### src/rtl/cpu_pkg.sv
package cpu_pkg;

    // Datapath geometry
    localparam int XLEN       = 32;       // Data and address width
    localparam int REG_ADDR_W = 5;        // Register number width
    localparam int NUM_REGS   = 32;

    typedef logic [XLEN-1:0]       word_t;
    typedef logic [REG_ADDR_W-1:0] reg_addr_t;

    localparam word_t PC_STEP  = 4;      // Byte step between instruction words
    localparam word_t NOP_INSN = '0;     // All-zero word decodes as R-format with no strobes

    // Instruction field positions
    localparam int OP_MSB        = 31;
    localparam int OP_W          = 6;    // R-format op field 31:26
    localparam int RS_LSB        = 21;   // rs at 25:21
    localparam int RT_LSB        = 16;   // rt at 20:16
    localparam int RD_LSB        = 11;   // rd at 15:11
    localparam int FUNCT_ALU_LSB = 3;    // ALU op sits in funct 5:3
    localparam int IMM_W         = 26;   // Load immediate field 25:0

    // Format from the two top op bits
    typedef enum logic [1:0] {
        FMT_R      = 2'b00,
        FMT_LI     = 2'b01,              // Sign-extended immediate into r0
        FMT_BRANCH = 2'b10,              // Decoded, executed as a NOP
        FMT_JUMP   = 2'b11               // Decoded, executed as a NOP
    } fmt_e;

    typedef enum logic [2:0] {
        ALU_ADD    = 3'd0,
        ALU_SUB    = 3'd1,
        ALU_AND    = 3'd2,
        ALU_OR     = 3'd3,
        ALU_XOR    = 3'd4,
        ALU_NOR    = 3'd5,
        ALU_PASS_A = 3'd6,
        ALU_PASS_B = 3'd7
    } alu_op_e;

    // ALU operand source, priority MEM over WB is resolved in the hazard unit
    typedef enum logic [1:0] {
        FWD_REG = 2'b00,                 // Value read in ID
        FWD_WB  = 2'b01,                 // MEM/WB write-back data
        FWD_MEM = 2'b10                  // EX/MEM ALU result
    } fwd_sel_e;

endpackage
### src/rtl/cpu_top.sv
module cpu_top import cpu_pkg::*; (
    input  logic  clk,
    input  logic  rst,
    input  word_t i_data,
    input  word_t d_data_i,
    output word_t i_addr,
    output word_t d_addr,
    output word_t d_data_o,
    output logic  d_wr,
    output logic  d_rd
);

    word_t     if_ir;
    logic      stall;

    // ID and register file
    reg_addr_t rs_addr;
    reg_addr_t rt_addr;
    word_t     rs_data;
    word_t     rt_data;

    // ID/EX
    reg_addr_t ex_rs;
    reg_addr_t ex_rt;
    reg_addr_t ex_rd;
    word_t     ex_a;
    word_t     ex_b;
    word_t     ex_imm;
    alu_op_e   ex_alu_op;
    logic      ex_alu_src;
    logic      ex_mem_rd;
    logic      ex_mem_wr;
    logic      ex_wr_reg;
    fwd_sel_e  fwd_a;
    fwd_sel_e  fwd_b;

    // EX/MEM
    word_t     mem_addr;
    word_t     mem_wdata;
    reg_addr_t mem_wb_reg;
    logic      mem_rd;
    logic      mem_wr;
    logic      mem_wr_reg;

    // MEM/WB
    word_t     wb_data;
    reg_addr_t wb_reg;
    logic      wb_wr;

    fetch_stage u_fetch (
        .clk    (clk),
        .rst    (rst),
        .stall  (stall),
        .i_data (i_data),
        .i_addr (i_addr),
        .if_ir  (if_ir)
    );

    reg_file u_regs (
        .clk     (clk),
        .rs_addr (rs_addr),
        .rt_addr (rt_addr),
        .wr_addr (wb_reg),
        .wr_data (wb_data),
        .wr      (wb_wr),
        .rs_data (rs_data),
        .rt_data (rt_data)
    );

    decode_stage u_decode (
        .clk        (clk),
        .rst        (rst),
        .stall      (stall),
        .if_ir      (if_ir),
        .rs_data    (rs_data),
        .rt_data    (rt_data),
        .rs_addr    (rs_addr),
        .rt_addr    (rt_addr),
        .ex_rs      (ex_rs),
        .ex_rt      (ex_rt),
        .ex_rd      (ex_rd),
        .ex_a       (ex_a),
        .ex_b       (ex_b),
        .ex_imm     (ex_imm),
        .ex_alu_op  (ex_alu_op),
        .ex_alu_src (ex_alu_src),
        .ex_mem_rd  (ex_mem_rd),
        .ex_mem_wr  (ex_mem_wr),
        .ex_wr_reg  (ex_wr_reg)
    );

    execute_stage u_execute (
        .clk        (clk),
        .rst        (rst),
        .ex_rd      (ex_rd),
        .ex_a       (ex_a),
        .ex_b       (ex_b),
        .ex_imm     (ex_imm),
        .ex_alu_op  (ex_alu_op),
        .ex_alu_src (ex_alu_src),
        .ex_mem_rd  (ex_mem_rd),
        .ex_mem_wr  (ex_mem_wr),
        .ex_wr_reg  (ex_wr_reg),
        .fwd_a      (fwd_a),
        .fwd_b      (fwd_b),
        .wb_data    (wb_data),
        .mem_addr   (mem_addr),
        .mem_wdata  (mem_wdata),
        .mem_wb_reg (mem_wb_reg),
        .mem_rd     (mem_rd),
        .mem_wr     (mem_wr),
        .mem_wr_reg (mem_wr_reg)
    );

    memory_stage u_memory (
        .clk        (clk),
        .rst        (rst),
        .mem_addr   (mem_addr),
        .mem_wb_reg (mem_wb_reg),
        .mem_rd     (mem_rd),
        .mem_wr_reg (mem_wr_reg),
        .d_data_i   (d_data_i),
        .wb_data    (wb_data),
        .wb_reg     (wb_reg),
        .wb_wr      (wb_wr)
    );

    hazard_unit u_hazard (
        .id_rs      (rs_addr),
        .id_rt      (rt_addr),
        .ex_rs      (ex_rs),
        .ex_rt      (ex_rt),
        .ex_rd      (ex_rd),
        .mem_wb_reg (mem_wb_reg),
        .wb_reg     (wb_reg),
        .ex_mem_rd  (ex_mem_rd),
        .mem_wr_reg (mem_wr_reg),
        .wb_wr      (wb_wr),
        .fwd_a      (fwd_a),
        .fwd_b      (fwd_b),
        .stall      (stall)
    );

    // Data memory port is the EX/MEM register
    assign d_addr   = mem_addr;
    assign d_data_o = mem_wdata;
    assign d_wr     = mem_wr;
    assign d_rd     = mem_rd;

endmodule

### src/rtl/hazard_unit.sv
module hazard_unit import cpu_pkg::*; (
    input  reg_addr_t id_rs,       // Sources of the instruction in ID
    input  reg_addr_t id_rt,
    input  reg_addr_t ex_rs,       // Sources of the instruction in EX
    input  reg_addr_t ex_rt,
    input  reg_addr_t ex_rd,
    input  reg_addr_t mem_wb_reg,  // Destination in EX/MEM
    input  reg_addr_t wb_reg,      // Destination in MEM/WB
    input  logic      ex_mem_rd,   // Instruction in EX is a load
    input  logic      mem_wr_reg,
    input  logic      wb_wr,
    output fwd_sel_e  fwd_a,
    output fwd_sel_e  fwd_b,
    output logic      stall
);

    // Newest producer wins
    function automatic fwd_sel_e fwd_pick(reg_addr_t src, logic mem_hit_en,
                                          reg_addr_t mem_dst, logic wb_hit_en,
                                          reg_addr_t wb_dst);
        if (mem_hit_en && (mem_dst == src)) begin
            return FWD_MEM;
        end
        if (wb_hit_en && (wb_dst == src)) begin
            return FWD_WB;
        end
        return FWD_REG;
    endfunction

    assign fwd_a = fwd_pick(ex_rs, mem_wr_reg, mem_wb_reg, wb_wr, wb_reg);
    assign fwd_b = fwd_pick(ex_rt, mem_wr_reg, mem_wb_reg, wb_wr, wb_reg);

    // Load result is not ready until MEM/WB, so the consumer waits one cycle.
    // The bubble that follows has no load strobe, which ends the stall by itself.
    // Store data on rt is covered here as well
    assign stall = ex_mem_rd && ((ex_rd == id_rs) || (ex_rd == id_rt));

endmodule

### src/rtl/memory_stage.sv
module memory_stage import cpu_pkg::*; (
    input  logic      clk,
    input  logic      rst,
    input  word_t     mem_addr,    // ALU result of the instruction in MEM
    input  reg_addr_t mem_wb_reg,
    input  logic      mem_rd,
    input  logic      mem_wr_reg,
    input  word_t     d_data_i,    // Valid while d_rd is high
    output word_t     wb_data,
    output reg_addr_t wb_reg,
    output logic      wb_wr
);

    word_t load_data;
    word_t alu_data;
    logic  wb_is_load;

    always_ff @(posedge clk) begin
        if (rst) begin
            wb_is_load <= 1'b0;
            wb_wr      <= 1'b0;
        end else begin
            wb_is_load <= mem_rd;
            wb_wr      <= mem_wr_reg;
        end
    end

    always_ff @(posedge clk) begin
        load_data <= d_data_i;
        alu_data  <= mem_addr;
        wb_reg    <= mem_wb_reg;
    end

    assign wb_data = wb_is_load ? load_data : alu_data;  // Write-back source

endmodule

### src/rtl/execute_stage.sv
module execute_stage import cpu_pkg::*; (
    input  logic      clk,
    input  logic      rst,
    input  reg_addr_t ex_rd,
    input  word_t     ex_a,
    input  word_t     ex_b,
    input  word_t     ex_imm,
    input  alu_op_e   ex_alu_op,
    input  logic      ex_alu_src,
    input  logic      ex_mem_rd,
    input  logic      ex_mem_wr,
    input  logic      ex_wr_reg,
    input  fwd_sel_e  fwd_a,
    input  fwd_sel_e  fwd_b,
    input  word_t     wb_data,     // MEM/WB result for the older producer
    output word_t     mem_addr,    // EX/MEM ALU result, also the data address
    output word_t     mem_wdata,   // Store data
    output reg_addr_t mem_wb_reg,
    output logic      mem_rd,
    output logic      mem_wr,
    output logic      mem_wr_reg
);

    word_t opnd_a;       // Forwarded rs value
    word_t opnd_b;       // Forwarded rt value, also store data
    word_t alu_a;
    word_t alu_result;

    // Shared operand mux for both ALU inputs
    function automatic word_t fwd_mux(fwd_sel_e sel, word_t reg_val, word_t wb_val,
                                      word_t mem_val);
        case (sel)
            FWD_WB:  return wb_val;
            FWD_MEM: return mem_val;
            default: return reg_val;
        endcase
    endfunction

    assign opnd_a = fwd_mux(fwd_a, ex_a, wb_data, mem_addr);
    assign opnd_b = fwd_mux(fwd_b, ex_b, wb_data, mem_addr);
    assign alu_a  = ex_alu_src ? ex_imm : opnd_a;  // Load immediate

    always_comb begin
        case (ex_alu_op)
            ALU_ADD:    alu_result = alu_a + opnd_b;
            ALU_SUB:    alu_result = alu_a - opnd_b;
            ALU_AND:    alu_result = alu_a & opnd_b;
            ALU_OR:     alu_result = alu_a | opnd_b;
            ALU_XOR:    alu_result = alu_a ^ opnd_b;
            ALU_NOR:    alu_result = ~(alu_a | opnd_b);
            ALU_PASS_A: alu_result = alu_a;
            default:    alu_result = opnd_b;   // ALU_PASS_B
        endcase
    end

    // EX/MEM strobes
    always_ff @(posedge clk) begin
        if (rst) begin
            mem_rd     <= 1'b0;
            mem_wr     <= 1'b0;
            mem_wr_reg <= 1'b0;
        end else begin
            mem_rd     <= ex_mem_rd;
            mem_wr     <= ex_mem_wr;
            mem_wr_reg <= ex_wr_reg;
        end
    end

    // EX/MEM payload
    always_ff @(posedge clk) begin
        mem_addr   <= alu_result;
        mem_wdata  <= opnd_b;
        mem_wb_reg <= ex_rd;
    end

endmodule

### src/rtl/decode_stage.sv
module decode_stage import cpu_pkg::*; (
    input  logic      clk,
    input  logic      rst,
    input  logic      stall,
    input  word_t     if_ir,
    input  word_t     rs_data,
    input  word_t     rt_data,
    output reg_addr_t rs_addr,     // Register file read ports, also seen by hazard unit
    output reg_addr_t rt_addr,
    output reg_addr_t ex_rs,       // ID/EX register follows
    output reg_addr_t ex_rt,
    output reg_addr_t ex_rd,
    output word_t     ex_a,
    output word_t     ex_b,
    output word_t     ex_imm,
    output alu_op_e   ex_alu_op,
    output logic      ex_alu_src,  // Immediate replaces operand A
    output logic      ex_mem_rd,
    output logic      ex_mem_wr,
    output logic      ex_wr_reg
);

    logic [OP_W-1:0] op;
    fmt_e            fmt;
    reg_addr_t       rd;
    word_t           imm_se;
    alu_op_e         alu_op;
    logic            is_r;
    logic            is_li;
    logic            issue;
    logic            id_mem_rd;
    logic            id_mem_wr;
    logic            id_wr_reg;

    // Field split
    assign op      = if_ir[OP_MSB -: OP_W];
    assign fmt     = fmt_e'(if_ir[OP_MSB -: $bits(fmt_e)]);
    assign rs_addr = if_ir[RS_LSB +: REG_ADDR_W];
    assign rt_addr = if_ir[RT_LSB +: REG_ADDR_W];
    assign rd      = if_ir[RD_LSB +: REG_ADDR_W];
    assign alu_op  = alu_op_e'(if_ir[FUNCT_ALU_LSB +: $bits(alu_op_e)]);
    assign imm_se  = {{(XLEN - IMM_W){if_ir[IMM_W-1]}}, if_ir[IMM_W-1:0]};  // Sign extend

    assign is_r  = (fmt == FMT_R);
    assign is_li = (fmt == FMT_LI);
    // Branch and jump words fall out here and travel as bubbles
    assign issue = (is_r || is_li) && !stall;

    assign id_mem_rd = is_r & op[3] & op[2];      // Load
    assign id_mem_wr = is_r & op[3] & ~op[2];     // Store, never writes back
    assign id_wr_reg = (is_r | is_li) & op[2];    // Write-back enable bit

    // ID/EX strobes, cleared for a bubble
    always_ff @(posedge clk) begin
        if (rst || !issue) begin
            ex_alu_src <= 1'b0;
            ex_mem_rd  <= 1'b0;
            ex_mem_wr  <= 1'b0;
            ex_wr_reg  <= 1'b0;
        end else begin
            ex_alu_src <= is_li;
            ex_mem_rd  <= id_mem_rd;
            ex_mem_wr  <= id_mem_wr;
            ex_wr_reg  <= id_wr_reg;
        end
    end

    // ID/EX payload
    always_ff @(posedge clk) begin
        ex_a      <= rs_data;
        ex_b      <= rt_data;
        ex_rs     <= rs_addr;
        ex_rt     <= rt_addr;
        ex_rd     <= is_li ? reg_addr_t'(0) : rd;   // Load immediate lands in r0
        ex_imm    <= imm_se;
        ex_alu_op <= is_li ? ALU_PASS_A : alu_op;   // Immediate passes through A
    end

endmodule

### src/rtl/reg_file.sv
module reg_file import cpu_pkg::*; (
    input  logic      clk,
    input  reg_addr_t rs_addr,
    input  reg_addr_t rt_addr,
    input  reg_addr_t wr_addr,
    input  word_t     wr_data,
    input  logic      wr,
    output word_t     rs_data,
    output word_t     rt_data
);

    word_t regs [NUM_REGS];  // r0 is an ordinary register, target of load immediate

    always_ff @(posedge clk) begin
        if (wr) begin
            regs[wr_addr] <= wr_data;
        end
    end

    // Same-cycle write shows through to the reader in ID
    assign rs_data = (wr && (wr_addr == rs_addr)) ? wr_data : regs[rs_addr];
    assign rt_data = (wr && (wr_addr == rt_addr)) ? wr_data : regs[rt_addr];

endmodule

### src/rtl/fetch_stage.sv
module fetch_stage import cpu_pkg::*; (
    input  logic  clk,
    input  logic  rst,
    input  logic  stall,      // Load-use hold, one cycle at a time
    input  word_t i_data,     // Instruction memory answers in the same cycle
    output word_t i_addr,
    output word_t if_ir       // IF/ID instruction register
);

    word_t pc;
    word_t pc_inc;

    assign pc_inc = pc + PC_STEP;  // No branch targets, so always sequential
    assign i_addr = pc;

    // PC and IF/ID advance together, both frozen during a stall
    always_ff @(posedge clk) begin
        if (rst) begin
            pc    <= '0;
            if_ir <= NOP_INSN;     // Empty IF/ID after reset
        end else if (!stall) begin
            pc    <= pc_inc;
            if_ir <= i_data;
        end
    end

endmodule

### config.mk
export PLATFORM = sky130hd
export DESIGN_NAME = cpu_top
export DESIGN_NICKNAME = d
export VERILOG_FILES = /design/src/rtl/cpu_pkg.sv /design/src/rtl/cpu_top.sv /design/src/rtl/hazard_unit.sv /design/src/rtl/memory_stage.sv /design/src/rtl/execute_stage.sv /design/src/rtl/decode_stage.sv /design/src/rtl/reg_file.sv /design/src/rtl/fetch_stage.sv
export SDC_FILE = /design/constraint.sdc
export NUM_CORES = 2
export LEC_CHECK = 0
export BUFFER_PORTS_ARGS = -buffer_cell sky130_fd_sc_hd__clkbuf_2
export CORE_UTILIZATION = 55
export CTS_CLUSTER_SIZE = 25
export DETAILED_ROUTE_END_ITERATION = 8
export GPL_TIMING_DRIVEN = 1
export PLACE_DENSITY_LB_ADDON = 0.12
export SYNTH_ARGS = -nofsm -noshare
export SYNTH_HDL_FRONTEND = slang
export SYNTH_SLANG_ARGS = --single-unit
export TNS_END_PERCENT = 50
### constraint.sdc
create_clock -name clk -period 5.3 [get_ports clk]
set_input_delay 0.795 -clock clk [delete_from_list [all_inputs] [get_ports clk]]
set_output_delay 0.795 -clock clk [all_outputs]
set_load 0.05 [all_outputs]
==> impl_summary.md <==
Status
The flow ran to the end, but the final reports show violations. The checks that failed: negative setup slack.

Worst setup path
The critical path ends at u_execute.mem_addr[28]. The number of cells on the worst reg-to-reg path is 23. The kind of start point of the critical path is a flip-flop. The critical path buffer and inverter count is 3. The path length in cells of the critical path is 23.

The worst register-to-register path has a setup slack of -0.49 ns. The critical path goes through buf_6 -> buf_4 -> mux4_2 -> a22o_1 -> a221oi_1 -> nand3_1 -> a211oi_2 -> o22ai_2 -> nor3_4 -> buf_4 -> a21oi_1 -> xnor2_1 -> ha_1 -> a21o_1 -> a21o_1 -> a21oi_2 -> o21ai_2 -> a31o_4 -> a2111o_1 -> a31oi_2 -> nor2_1 -> or4_1 -> a22oi_1. Among all stages on the critical path, the largest delay is contributed by sky130_fd_sc_hd__or4_1.

The kind of capture point of the worst setup path is a flip-flop. For the worst setup path, the data required time is 5.97 ns. The maximum single-stage delay on the critical path is 0.51 ns. Along the worst path, the maximum fanout reaches 6.

The critical path is of the flip-flop to flip-flop type. In this run the worst setup path begins at u_decode.ex_imm[16]. The source of the worst register-to-register timing path is u_decode.ex_imm[16]. The arrival time at the worst endpoint is 6.45 ns. The endpoint of the worst-slack reg-to-reg timing path is u_execute.mem_addr[28]. The kind of cell adding the most delay to the critical path is compound AO/OA/AOI/OAI gates.

Route
The average routed wire per standard cell is 34.1 um. Dividing the detail-routed via count by the number of cells gives 6.88. The pre-antenna-repair detailed-routing pass consisted of 6 iterations. In this run, the number of DRC markers left after iteration 0 of detailed routing was 5664. The residual DRC count is 0. The final antenna-violating net count is 0. The final layout contains routed wiring with a total length of 200 mm. The detailed router placed 40.3k vias in this run.

Clocking
TritonCTS built the clock tree. CTS placed an instance of sky130_fd_sc_hd__clkbuf_16 at the clock tree root. The maximum level of the CTS H-tree is 4. The number of clock buffers inserted by TritonCTS is 136. The later-pin clock latency in the skew report is 0.76 ns. The deepest clock path buffer count is 3.

The tree built by TritonCTS fans out to 1265 sinks. The clock transition time at the flip-flop clock pins of the worst setup and hold paths is 0.06 ns.

GRT
Entering global routing, the biggest net connects 68 pins. The total overflow left after global routing is 0. The initial antenna violation count is 2.

In the global route stage, overall resource usage came out at 0.359. The first global-routing pass estimated 283 mm of wire. The number of global-route vias before repair came to 40.4k.

Placement
Once placement completed, the tool counted placed cells totaling 5547. In this run the tool buffered the top-level ports with 159 buffer cells. The detailed-placement wirelength estimate is 130 mm. The congestion estimate from routability-driven global placement came to 0.941.

OpenSTA, run right after detailed placement, puts the worst setup slack at -1.01 ns.

Final layout
The area occupied by registers is 35600 um^2. The layout filler cell count is 7407. The share of post-route cells with drive strength above 1 is 0.388. In the layout the commonest cells are sky130_fd_sc_hd__edfxtp_1 (1024), sky130_fd_sc_hd__mux4_2 (544), sky130_fd_sc_hd__buf_4 (537). The most common cell after layout, fill and taps aside is sky130_fd_sc_hd__edfxtp_1. The register with the most flip-flops in the layout has 1024 of them. Summing all multi-input logic gate instances after layout gives 24100 um^2. The synthesis-to-layout area growth is 19.7%. The number of standard cells in the final layout excluding fillers is 5851. The register with the most flip-flops is u_regs.regs. The final net count is 4507.

Logic synthesis
The number of instances in the synthesized netlist is 3688. During synthesis, Yosys emitted a total of 0 warnings. After synthesis, the mean cell area works out to 16.4 um^2.

After synthesis the netlist holds a flip-flop and latch count of 1265. Ranked by total cell area, the synthesized netlist is headed by sky130_fd_sc_hd__edfxtp_1 (51%), sky130_fd_sc_hd__mux4_2 (20%), sky130_fd_sc_hd__dfxtp_1 (8.0%). The largest total area in the synthesized netlist belongs to sky130_fd_sc_hd__edfxtp_1. For this run, the register share of the synthesized area comes to 0.588.

The dominant synthesized flop cell is sky130_fd_sc_hd__edfxtp_1. The portion of synthesized cell area occupied by the leading cell type is 0.509. The cell area after technology mapping is 60500 um^2. The share of flip-flops with an asynchronous set or reset after synthesis is 0.

The number of enable-type register cells in the synthesized netlist is 1024. Synthesis instantiated 96 different standard cells from the library.

Timing
The hold violation count in the final report is 0. The final worst clock skew is 0.0299 ns. The pin slew with the least headroom to its limit is 1.42 ns. The worst max-slew margin expressed relative to the limit is 0.0483. The smallest clock period supported by the final layout is computed as 5.79 ns.

The final number of max-transition violations was 0. Setup repair after global routing could not meet its margin everywhere. Setup slack on the critical path of the routed design comes to -0.486 ns.

Dividing the final minimum period by the clock period gives 1.09. Adding up every negative setup slack in the final design gives -3.20 ns. The final number of setup-violating endpoints is 15. For this run, the top clock speed supported by timing is 173 MHz.

Pwr
The peak ir drop on the vdd network is 316 uV. The areal power density over the cells is 369 nW/um^2. The leakage dissipation is 0.0253 uW. The total power of the final layout is 26700 uW.

Die
The initial core utilization is 0.555. The top-level I/O count is 164. The floorplan step defined a core boundary enclosing 109000 um^2. In this run the core area contains 121 standard-cell rows. The die extent in y is 334 um.

The die area is 111000 um^2. The x dimension of the die is 334 um.

Hold path
The worst hold-check path type is input pin to flip-flop.

Job
The number of maximum-capacitance violations is 0.
## layer usage
metal,part of all wire,GRT usage
met4,0.041,0.148
met2,0.47,0.568
met1,0.37,0.475
met5,0,0
met3,0.12,0.0912
## metrics by stage
stage / cell area [um^2] / hold slack (ns) / utilization
3_5_place_dp: 66700 / 0.338 / 0.613
3_3_place_gp: 66700 / 0.341 / 0.613
4_1_cts: 71800 / 0.102 / 0.659
5_1_grt: 72400 / 0.114 / 0.665
6_report: 72400 / 0.131 / 0.665
2_1_floorplan: 60600 / 0.330 / -
## how the worst min path moves through the flow
stage / end / startpoint / slack, ns / cells past startpoint
6_report: u_memory.load_data[10] / d_data_i[10] / 0.13 / 1
5_1_grt: u_memory.load_data[7] / d_data_i[7] / 0.11 / 1
4_1_cts: u_memory.load_data[13] / d_data_i[13] / 0.10 / 1
3_5_place_dp: u_decode.ex_imm[7] / u_fetch.if_ir[7] / 0.34 / 0
3_3_place_gp: u_decode.ex_imm[6] / u_fetch.if_ir[6] / 0.34 / 0
2_1_floorplan: u_decode.ex_imm[0] / u_fetch.if_ir[0] / 0.33 / 0
## power by group
| group | switching (uW) | internal (uW) | total, uW |
|---|---|---|---|
| logic | 3450 | 2070 | 5520 |
| registers | 310 | 11800 | 12200 |
| clock network | 3930 | 5070 | 9000 |
## cells by family (layout without fill, tap and decap cells)
| group | after synthesis | in the layout | synth area share |
|---|---|---|---|
| simple gates | 507 | 507 | 0.0409 |
| buf+inv | 366 | 1112 | 0.0283 |
| xor+xnor | 109 | 109 | 0.0160 |
| fa+ha+maj | 104 | 104 | 0.0216 |
| other cells | 1 | 4 | 0.0000620 |
| mux | 756 | 756 | 0.238 |
| compound gates | 580 | 580 | 0.0665 |
| flops | 1265 | 1265 | 0.588 |
## final cells by class
cell class                 count  share of cell area
timing repair buffer         777              0.0883
tap                         1414              0.0244
clock inverter                66             0.00712
inverter                      99             0.00513
multi-input combinational   2058               0.333
sequential                  1265               0.492
antenna                        2           0.0000691
clock buffer                 170              0.0498
## Yosys cell counts (24+ instances only)
library cell,n
sky130_fd_sc_hd__a211oi_1,54
sky130_fd_sc_hd__xnor2_1,70
sky130_fd_sc_hd__o21ai_0,68
sky130_fd_sc_hd__nor2b_1,45
sky130_fd_sc_hd__clkbuf_1,134
sky130_fd_sc_hd__mux2i_1,188
sky130_fd_sc_hd__nor2_1,154
sky130_fd_sc_hd__ha_1,103
sky130_fd_sc_hd__nand2_1,113
sky130_fd_sc_hd__xor2_1,38
sky130_fd_sc_hd__edfxtp_1,1024
sky130_fd_sc_hd__buf_2,70
sky130_fd_sc_hd__nor3_1,25
sky130_fd_sc_hd__a22oi_1,62
sky130_fd_sc_hd__inv_1,94
sky130_fd_sc_hd__mux2_2,24
sky130_fd_sc_hd__mux4_2,544
sky130_fd_sc_hd__a21oi_1,172
sky130_fd_sc_hd__nand3_1,60
sky130_fd_sc_hd__a221oi_1,60
sky130_fd_sc_hd__dfxtp_1,241
## repair_timing
action / 4_1_cts / 5_1_grt
pin swaps: 64 / 30
endpoints found under the setup margin: 19 / 20
cloned: 5 / 6
hold buffers: 0 / 0
setup buffers: 38 / 19
resized for setup: 112 / 80
(Power assumes the default switching activity.)
